<file path="config.mk">
export PLATFORM = sky130hd
export DESIGN_NAME = mem_stage
export DESIGN_NICKNAME = d
export VERILOG_FILES = /design/src/mem_pkg.sv /design/src/mem_stage.sv
export VERILOG_INCLUDE_DIRS = /design/src
export SDC_FILE = /design/constraint.sdc
export NUM_CORES = 1
export LEC_CHECK = 0
export BUFFER_PORTS_ARGS = -buffer_cell sky130_fd_sc_hd__buf_2
export CAP_MARGIN = 20
export CORE_AREA = 5 5 110 112
export DETAILED_ROUTE_END_ITERATION = 12
export DIE_AREA = 0 0 115 117
export GPL_TIMING_DRIVEN = 0
export PLACE_DENSITY_LB_ADDON = 0.2
export RECOVER_POWER = 100
export SYNTH_ARGS = -nofsm -noshare
export SYNTH_HDL_FRONTEND = slang
export SYNTH_SLANG_ARGS = --single-unit
</file>
<file path="constraint.sdc">
create_clock -name vclk -period 1.25
set_input_delay 0.125 -clock vclk [all_inputs]
set_output_delay 0.125 -clock vclk [all_outputs]
set_load 0.02 [all_outputs]
</file>
<file path="src/mem_defs.svh">
`ifndef MEM_DEFS_SVH
`define MEM_DEFS_SVH

// access kinds seen by the memory stage
`define CMD_NONE 4'd0
`define CMD_LB   4'd1
`define CMD_LH   4'd2
`define CMD_LW   4'd3
`define CMD_LBU  4'd4
`define CMD_LHU  4'd5
`define CMD_SB   4'd6
`define CMD_SH   4'd7
`define CMD_SW   4'd8

// 4 KiB byte RAM
`define RAM_ADDR_W 12

// byte counts per access
`define LEN_BYTE 3'd1
`define LEN_HALF 3'd2
`define LEN_WORD 3'd4

`define WORD_ZERO 32'h0000_0000
`define REG_ZERO  5'd0
`define LEN_ZERO  3'd0

`endif

</file>
<file path="src/mem_pkg.sv">
`include "mem_defs.svh"

package mem_pkg;

    // data or address word
    typedef logic [31:0] word_t;

    // one RAM location
    typedef logic [7:0] byte_t;

    // destination register index
    typedef logic [4:0] reg_addr_t;

    typedef logic [3:0] cmd_t;

    // byte count of one access, 0 to 4
    typedef logic [2:0] data_len_t;

    // byte position inside a word
    typedef logic [1:0] byte_idx_t;

    typedef logic [`RAM_ADDR_W-1:0] ram_addr_t;

    typedef enum logic [1:0] {
        IDLE,
        READ,
        WRITE,
        DONE
    } ctrl_state_e;

endpackage

</file>
<file path="src/mem_stage.sv">
`timescale 1ns/1ps
`include "mem_defs.svh"

module mem_stage import mem_pkg::*; (
    input  logic      rst_i,
    input  cmd_t      cmd_i,
    input  word_t     mem_addr_i,
    input  word_t     store_data_i,
    input  reg_addr_t rd_addr_i,
    input  word_t     rd_data_i,
    input  logic      rd_we_i,
    input  logic      load_done_i,
    input  logic      ctrl_busy_i,
    input  word_t     read_word_i,
    output reg_addr_t wb_rd_addr_o,
    output word_t     wb_rd_data_o,
    output logic      wb_we_o,
    output logic      fwd_valid_o,
    output reg_addr_t fwd_addr_o,
    output word_t     fwd_data_o,
    output logic      stall_o,
    output logic      read_req_o,
    output logic      write_req_o,
    output word_t     req_addr_o,
    output word_t     req_wdata_o,
    output data_len_t req_len_o
);

    logic      is_load;
    logic      is_store;
    data_len_t cmd_len;

    always_comb
    begin
        is_load  = 1'b0;
        is_store = 1'b0;
        cmd_len  = `LEN_ZERO;
        case (cmd_i)
            `CMD_LB, `CMD_LBU:
            begin
                is_load = 1'b1;
                cmd_len = `LEN_BYTE;
            end
            `CMD_LH, `CMD_LHU:
            begin
                is_load = 1'b1;
                cmd_len = `LEN_HALF;
            end
            `CMD_LW:
            begin
                is_load = 1'b1;
                cmd_len = `LEN_WORD;
            end
            `CMD_SB:
            begin
                is_store = 1'b1;
                cmd_len  = `LEN_BYTE;
            end
            `CMD_SH:
            begin
                is_store = 1'b1;
                cmd_len  = `LEN_HALF;
            end
            `CMD_SW:
            begin
                is_store = 1'b1;
                cmd_len  = `LEN_WORD;
            end
            default:
            begin
                cmd_len = `LEN_ZERO;
            end
        endcase
    end

    always_comb
    begin
        wb_rd_addr_o = `REG_ZERO;
        wb_rd_data_o = `WORD_ZERO;
        wb_we_o      = 1'b0;
        stall_o      = 1'b0;
        read_req_o   = 1'b0;
        write_req_o  = 1'b0;
        req_addr_o   = `WORD_ZERO;
        req_wdata_o  = `WORD_ZERO;
        req_len_o    = `LEN_ZERO;
        if (!rst_i)
        begin
            wb_rd_addr_o = rd_addr_i;
            wb_rd_data_o = rd_data_i;
            wb_we_o      = rd_we_i;
            if (load_done_i)
            begin
                // extend the assembled word per command
                case (cmd_i)
                    `CMD_LB:  wb_rd_data_o = {{24{read_word_i[7]}}, read_word_i[7:0]};
                    `CMD_LH:  wb_rd_data_o = {{16{read_word_i[15]}}, read_word_i[15:0]};
                    `CMD_LW:  wb_rd_data_o = read_word_i;
                    `CMD_LBU: wb_rd_data_o = {24'h0, read_word_i[7:0]};
                    `CMD_LHU: wb_rd_data_o = {16'h0, read_word_i[15:0]};
                    default:  wb_rd_data_o = rd_data_i;
                endcase
            end
            else if (is_load || is_store)
            begin
                stall_o     = 1'b1;
                req_addr_o  = mem_addr_i;
                req_wdata_o = is_store ? store_data_i : `WORD_ZERO;
                // controller already working on this access
                if (!ctrl_busy_i)
                begin
                    read_req_o  = is_load;
                    write_req_o = is_store;
                    req_len_o   = cmd_len;
                end
            end
        end
        fwd_valid_o = wb_we_o;
        fwd_addr_o  = wb_we_o ? wb_rd_addr_o : `REG_ZERO;
        fwd_data_o  = wb_we_o ? wb_rd_data_o : `WORD_ZERO;
    end

endmodule

</file>
# Yosys cells after proc, flatten, opt, wreduce, memory -nomap -nowiden
# Index checks and enable logic that the tools add are counted.
# classes
n_eq_ne,8
n_mux,32
n_reduce_logical,6
# op_table
op,count
$mux 32,10
$pmux 32 s5,1
$eq 4x3->1 const B,4
$mux 1,14
$mux 3,4
$mux 5,2
$pmux 3 s3,1
$reduce_or 3->1,3
$eq 4x2->1 const B,2
$reduce_or 5->1,1
$eq 4x1->1 const B,1
$eq 4x4->1 const B,1
$reduce_or 2->1,1
$logic_or 1x1->1,1
# totals
reg_bits,0
in_bits,141
out_inout_bits,146
word_cells,46

# Depth between registers and ports, before layout
# Gate-level depths: netlist (run 1).
# depth
word_depth,7
mapped_depth,7
ltp_nobuf,3

# Worst setup path after synthesis (run 1)
# No wires, ideal clock.
# synth_timing
kind,input to output
from,in cmd_i[2]
to,out fwd_data_o[16]
arrival_ns,1.537
required_ns,1.125
slack_ns,-0.412
path_stages,6
path_buffers,3
path_cell_list,buf_6 -> buf_2 -> nor2_1 -> nand4_1 -> clkbuf_1 -> a311oi_1
# synth_between
elab_chain_cells,5
word_cells_on_any_way,9
classes_between,eq/ne (5); mux (4)
# synth_rtl
element,line,source
from (decl),mem_stage.sv:6,"input cmd_t cmd_i,"
$eq 4x3->1 (tied with other cells),mem_stage.sv:95,case (cmd_i)
$pmux 32 s5 *,mem_stage.sv:95,
$mux 32 *,mem_stage.sv:92,if (load_done_i)
$mux 32 *,mem_stage.sv:87,if (!rst_i)
$mux 32 (no source line) *,n/a,
to (decl),mem_stage.sv:20,"output word_t fwd_data_o,"
# Mark *: on every way between the ends. The rest lies on a longest branch, timed or not.

# Worst setup path after layout (run 1)
# layout_timing
from,in cmd_i[2]
to,out req_wdata_o[18]
# layout_between
elab_chain_cells,7
word_cells_on_any_way,17
classes_between,eq/ne (8); mux (6); reduce/logical (3)
# layout_rtl
element,line,source
$eq 4x4->1 (tied with other cells),mem_stage.sv:38,case (cmd_i)
$reduce_or 3->1 (no source line) / $reduce_or 5->1 (equally long branches),n/a,
$mux 1,mem_stage.sv:38,
$mux 32 (no source line) / $logic_or 1x1->1 (equally long branches),n/a,
$mux 32 *,mem_stage.sv:104,else if (is_load || is_store)
$mux 32 *,mem_stage.sv:92,
$mux 32 *,mem_stage.sv:87,
to (decl),mem_stage.sv:25,"output word_t req_wdata_o,"
# Marks and branches as above.

==> results of run 1 <==
-- metrics by stage --
step	power, mW	cells	worst slack (ps)	setup TNS [ps]	cell area (µm²)
2_1_floorplan	1.02	282	-250	-21160	2970
3_3_place_gp	1.54	711	-642	-65850	4580
3_5_place_dp	1.56	711	-680	-68970	4580
4_1_cts	2.21	749	-347	-38220	6660
5_1_grt	2.41	753	-367	-38310	6910
6_report	2.30	753	-327	-33060	6910
-- what timing repair did --
item / CTS / global route
gates cloned: 17 / 3
setup buffers: 22 / 5
pin swaps: 108 / 32
resized for setup: 423 / 55
endpoints found under the setup margin: 140 / 134
-- cell families after synthesis --
group                  after synthesis  synth area share [%]
and+or+nand+nor                    126                  43.1
AOI/OAI and AO/OA                  111                  44.1
buffers and inverters               45                  12.8
-- tightest hold or removal path, delay by kind of cell --
kind / cells / cell delay [ps]
buf+inv: 2 / 250
compound gates: 1 / 50
-- final cells by class --
class              instances  area [µm²]
multi-input cells        237        3090
fillers                  883        4220
well taps                143         179
repair buffers           331        2960
inverters                  2        7.51
plain buffers             40         672
-- power groups by stage --
| stage | clock, mW | sequential [mW] | combinational (mW) |
|---|---|---|---|
| finish | 0 | 0 | 2.30 |
| global route | 0 | 0 | 2.41 |
| CTS | 0 | 0 | 2.21 |
| detailed placement | 0 | 0 | 1.56 |
| global placement | 0 | 0 | 1.54 |
| floorplan | 0 | 0 | 1.02 |
-- cells in the final DEF, fill, tap and decap left out, types with 8 or more instances in the layout --
master	Yosys	routed
sky130_fd_sc_hd__nand2_1	17	13
sky130_fd_sc_hd__nand4_1	9	9
sky130_fd_sc_hd__clkbuf_1	21	8
sky130_fd_sc_hd__buf_8	0	11
sky130_fd_sc_hd__o31ai_2	0	8
sky130_fd_sc_hd__buf_6	4	131
sky130_fd_sc_hd__a31oi_4	0	23
sky130_fd_sc_hd__a311oi_4	0	30
sky130_fd_sc_hd__buf_2	12	136
sky130_fd_sc_hd__and2_4	0	64
sky130_fd_sc_hd__buf_16	0	8
sky130_fd_sc_hd__buf_12	0	18
sky130_fd_sc_hd__a211oi_4	0	13
sky130_fd_sc_hd__clkbuf_16	0	14
sky130_fd_sc_hd__buf_4	4	30
sky130_fd_sc_hd__a21oi_2	0	16
-- worst max path at each step --
stage | to | cells after the start | start
global placement | fwd_data_o[27] | 7 | cmd_i[3]
finish | req_wdata_o[18] | 7 | cmd_i[2]
detailed placement | wb_rd_data_o[30] | 7 | cmd_i[3]
global route | req_wdata_o[22] | 7 | cmd_i[2]
floorplan | fwd_data_o[26] | 6 | cmd_i[2]
CTS | req_wdata_o[18] | 7 | cmd_i[1]
-- layer usage --
metal	GRT usage (%)	wire length, µm	vias to the layer above
met4	2.11	206	0
met3	2.47	845	19
li1	-	-	1736
met1	23.3	5390	1812
met2	37.6	7990	138
met5	0	0	-
==> reports/metrics.cfg, run 1 <==
[critical_path]
worst_path_max_delay_cell=sky130_fd_sc_hd__or4b_4
worst_path_required_time_ps=1120
critPathMaxFanout=8
worstPathArrival_ps=1450
cp.buffers_inverters=4
cp_top_family=simple AND/OR/NAND/NOR gates
critical-path-top-cell-by-count=sky130_fd_sc_hd__buf_12
critical_path.endpoint_type=primary output
path_class=input pin to primary output
worst_setup_path_start_kind=input pin
timing.critical_path.cells=buf_12, or4b_4, a21oi_4, buf_12, buf_8, and2_4, buf_6
delay_contributed_by_the_slowest_stage_of_the_critical_path_ps=550

[logic_synthesis]
netlist_instances=282
synth_largest_area_cell=sky130_fd_sc_hd__and2_1
yosys-top-cells-area=sky130_fd_sc_hd__and2_1 24%, sky130_fd_sc_hd__a311oi_1 16%, sky130_fd_sc_hd__a31oi_1 8.4%
synth_cell_type_count=34
synth.yosys.seq_area_share_pct=0
postSynthNetCount=423
netlist_top_cells_count=70 x sky130_fd_sc_hd__and2_1, 32 x sky130_fd_sc_hd__a311oi_1, 24 x sky130_fd_sc_hd__a31oi_1
synthesis.yosys.warnings=0
synth.cell_area_um2=1790
dominant_cell_by_count_in_the_synthesized_netlist=sky130_fd_sc_hd__and2_1
synth.top_cell.area_share_pct=24.4
synthesis.area_per_instance_um2=6.36

[layout]
post_route_cells_drive_above_1_share_pct=91.1
area_growth_pct=285
n_sequential_cell=0
seqCellArea_um2=0
design.final.nets=753
final.clkbuf_count=0
utilization_pct=62.1
n_antenna_cell=0

[power_and_ir_drop]
power.share.combinational_pct=100.0
peak_ir_drop_on_the_vdd_network_mv=0.192
power_frac_clock_pct=0
seqPwrFrac_pct=0
power.switching_mw=1.12
swShare_pct=48.8
power_per_cell_area_nw_per_um2=332
total_leakage_power_nw=2.82
power_report.internal_total_mw=1.18

[global_route]
first_global_vias=4017
grt_antenna_before_repair=0
grt_overflow=0
track_usage_pct=19.4
wire_length_of_the_first_global_routing_pass_mm=21.3
grt_max_degree=11

[sta]
report.final.slew_viol_count=0
max_clock_freq_ghz=0.634
setup_viol=134
holdWs_ps=550
timing.final.crit_share_pct=126
rsz_0062_raised_after_global_routing=yes
finalCriticalPeriod_ps=1580
worst_case_setup_margin_in_the_final_layout_ps=-327
hold_viol=0
worst-slew-pin-transition_ps=394
max_slew_margin_pct=73.7

[job]
drv.max_cap_violation_count=0

[route]
post-route-drc-count=0
vias_per_cell=4.92
initialDrtViolationCount=142
totalWireLength_mm=14.4
drt-pass1-iter-count=4
avgRoutedWirePerCell_um=19.2
routed-via-count=3705
ant_nets=0

[place]
hpwl_after_detailed_placement_mm=10.0
place_congestion=0.831
placement.io_buffers=286

[floorplanning]
die_height_um=117
fp-row-count=39
core_area_um2=11100
die_x_um=115
start_util_pct=16.1
design.die.area_um2=13500
io_pins=287

[worst_hold_path]
endpoint_with_the_worst_hold_slack=write_req_o
timing.hold.worst.class=input pin to primary output
worstHoldPathCells=3
hold_path.startpoint=ctrl_busy_i

[outcome]
status=complete, but fails checks
failed_checks=setup timing

[cts]
hold_buffers=0

Power figures use the tool's default switching activity.
==> inputs of run 2 (changes only) <==
--- a/config.mk
+++ b/config.mk
@@ -6,11 +6,11 @@
 export SDC_FILE = /design/constraint.sdc
 export NUM_CORES = 1
 export LEC_CHECK = 0
-export BUFFER_PORTS_ARGS = -buffer_cell sky130_fd_sc_hd__buf_2
 export CAP_MARGIN = 20
-export CORE_AREA = 5 5 110 112
+export CORE_AREA = 5 5 108 110
 export DETAILED_ROUTE_END_ITERATION = 12
-export DIE_AREA = 0 0 115 117
+export DIE_AREA = 0 0 113 115
+export DONT_BUFFER_PORTS = 1
 export GPL_TIMING_DRIVEN = 0
 export PLACE_DENSITY_LB_ADDON = 0.2
 export RECOVER_POWER = 100
==> run 2 against run 1 <==
  * The flow still finishes with violations (setup timing)
  * Worst hold slack worse by 260 ps
  * First-iteration DRC count decreased by 42%
  * Clock-buffer cell count did not move
==> reports/metrics.cfg, run 2 (synthesized netlist as in run 1, its figures left out) <==
[outcome]
status=complete, but fails checks
failed_checks=setup timing

[critical_path]
delay_contributed_by_the_slowest_stage_of_the_critical_path_ps=430
timing.critical_path.cells=buf_8, and4bb_4, buf_8, nand2_1, a311oi_4
path_class=input pin to primary output
critPathMaxFanout=10
worst_path_required_time_ps=1120
critical_path.endpoint_type=primary output
worst_path_max_delay_cell=sky130_fd_sc_hd__a311oi_4
critical-path-top-cell-by-count=sky130_fd_sc_hd__buf_8
worstPathArrival_ps=1350
worst_setup_path_start_kind=input pin

[global_route]
grt_max_degree=11
track_usage_pct=16.7
first_global_vias=2832
grt_overflow=0
grt_antenna_before_repair=0
wire_length_of_the_first_global_routing_pass_mm=17.6

[layout]
area_growth_pct=180
final_cell_mix=65 x sky130_fd_sc_hd__and2_4, 32 x sky130_fd_sc_hd__a311oi_4, 23 x sky130_fd_sc_hd__a31oi_4, 22 x sky130_fd_sc_hd__buf_4
n_antenna_cell=0
layout_commonest_cell=sky130_fd_sc_hd__and2_4
n_sequential_cell=0
post_route_cells_drive_above_1_share_pct=89.0
design.final.nets=479
final-instance-count-excl-fill=476
seqCellArea_um2=0
final.clkbuf_count=0

[worst_hold_path]
worstHoldPathCells=1
endpoint_with_the_worst_hold_slack=write_req_o
timing.hold.worst.class=input pin to primary output
hold_path.startpoint=ctrl_busy_i

[sta]
report.final.slew_viol_count=0
rsz_0062_raised_after_global_routing=yes
worst_case_setup_margin_in_the_final_layout_ps=-220
hold_viol=0
max_slew_margin_pct=65.3
finalCriticalPeriod_ps=1470
setup_viol=127
max_clock_freq_ghz=0.680
timing.final.crit_share_pct=118
worst-slew-pin-transition_ps=521

[place]
place_congestion=0.777
hpwl_after_detailed_placement_mm=8.99
dpl.cell_count=422
dp_worst_setup_slack_ps=-578
placement.io_buffers=0

[floorplanning]
design.die.area_um2=13000
die_x_um=113
io_pins=287
start_util_pct=16.9
die_height_um=115
fp-row-count=38
core_area_um2=10600

[route]
drt-pass1-iter-count=4
vias_per_cell=5.60
avgRoutedWirePerCell_um=26.5
totalWireLength_mm=12.6
post-route-drc-count=0
initialDrtViolationCount=83
ant_nets=0
routed-via-count=2667

[power_and_ir_drop]
peak_ir_drop_on_the_vdd_network_mv=0.124
power_per_cell_area_nw_per_um2=349
total_leakage_power_nw=1.50
post-layout-total-power_mw=1.75

[job]
drv.max_cap_violation_count=0

==> run 2: cell types whose count changed in the layout (fill, tap and decap cells not counted), moves of 8 or more <==
cell,previous run,this run
sky130_fd_sc_hd__o31ai_4,0,8
sky130_fd_sc_hd__a21oi_4,1,17
sky130_fd_sc_hd__o31ai_2,8,0
sky130_fd_sc_hd__clkbuf_1,8,0
sky130_fd_sc_hd__buf_4,30,22
sky130_fd_sc_hd__a21oi_2,16,1
sky130_fd_sc_hd__buf_6,131,16
sky130_fd_sc_hd__buf_2,136,2
==> run 2: worst max-delay path by stage <==
stage                  start                to  slack, ps  depth (start not counted)
finish              cmd_i[2]    fwd_data_o[26]       -220                          5
global route        cmd_i[2]    fwd_data_o[26]       -240                          5
CTS                 cmd_i[2]  wb_rd_data_o[20]       -230                          7
detailed placement  cmd_i[3]    fwd_data_o[13]       -580                          4
global placement    cmd_i[3]    fwd_data_o[13]       -550                          4
floorplan           cmd_i[2]    fwd_data_o[26]       -250                          6
==> run 2: area by class of cell <==
class,instances,area (µm²)
Buffer,39,661
Fill cell,925,5580
Timing Repair Buffer,58,798
Multi-Input combinational cell,237,3380
Inverter,2,7.51
Tap cell,140,175
==> run 2: routing by layer <==
| metal | vias up | global-route usage, % | share of wire, % |
|---|---|---|---|
| met5 | - | 0 | 0 |
| met4 | 0 | 2.00 | 1.6 |
| met3 | 14 | 4.68 | 7.9 |
| met2 | 136 | 30.1 | 52 |
| met1 | 1331 | 20.5 | 39 |
| li1 | 1186 | - | - |
==> run 2: worst max-delay path, delay by kind of cell <==
| kind | cells | cell delay [ps] |
|---|---|---|
| AOI/OAI and AO/OA | 1 | 430 |
| and+or+nand+nor | 2 | 510 |
| buffers and inverters | 2 | 270 |
==> run 2: repair_timing <==
action,in CTS,in global routing
hold buffers,0,0
gates resized for setup,222,77
cloned,16,4
setup buffers,26,15
endpoints found under the setup margin,139,132
pin swaps,106,59
==> run 2: power by group <==
| part | switching (mW) | total (mW) | internal (mW) |
|---|---|---|---|
| registers | 0 | 0 | 0 |
| logic | 0.993 | 1.75 | 0.759 |
| clock network | 0 | 0 | 0 |
| total | 0.993 | 1.75 | 0.759 |
==> run 2: metrics by stage <==
stage	hold WS, ps	setup TNS (ps)	area [µm²]	util (%)
after floorplan	286	-21160	2970	-
final	289	-17300	5020	47.4
after CTS	290	-20660	4510	42.5
after detailed placement	290	-48200	3150	29.7
after global routing	289	-22330	5020	47.4
after global placement	290	-48150	3150	29.7
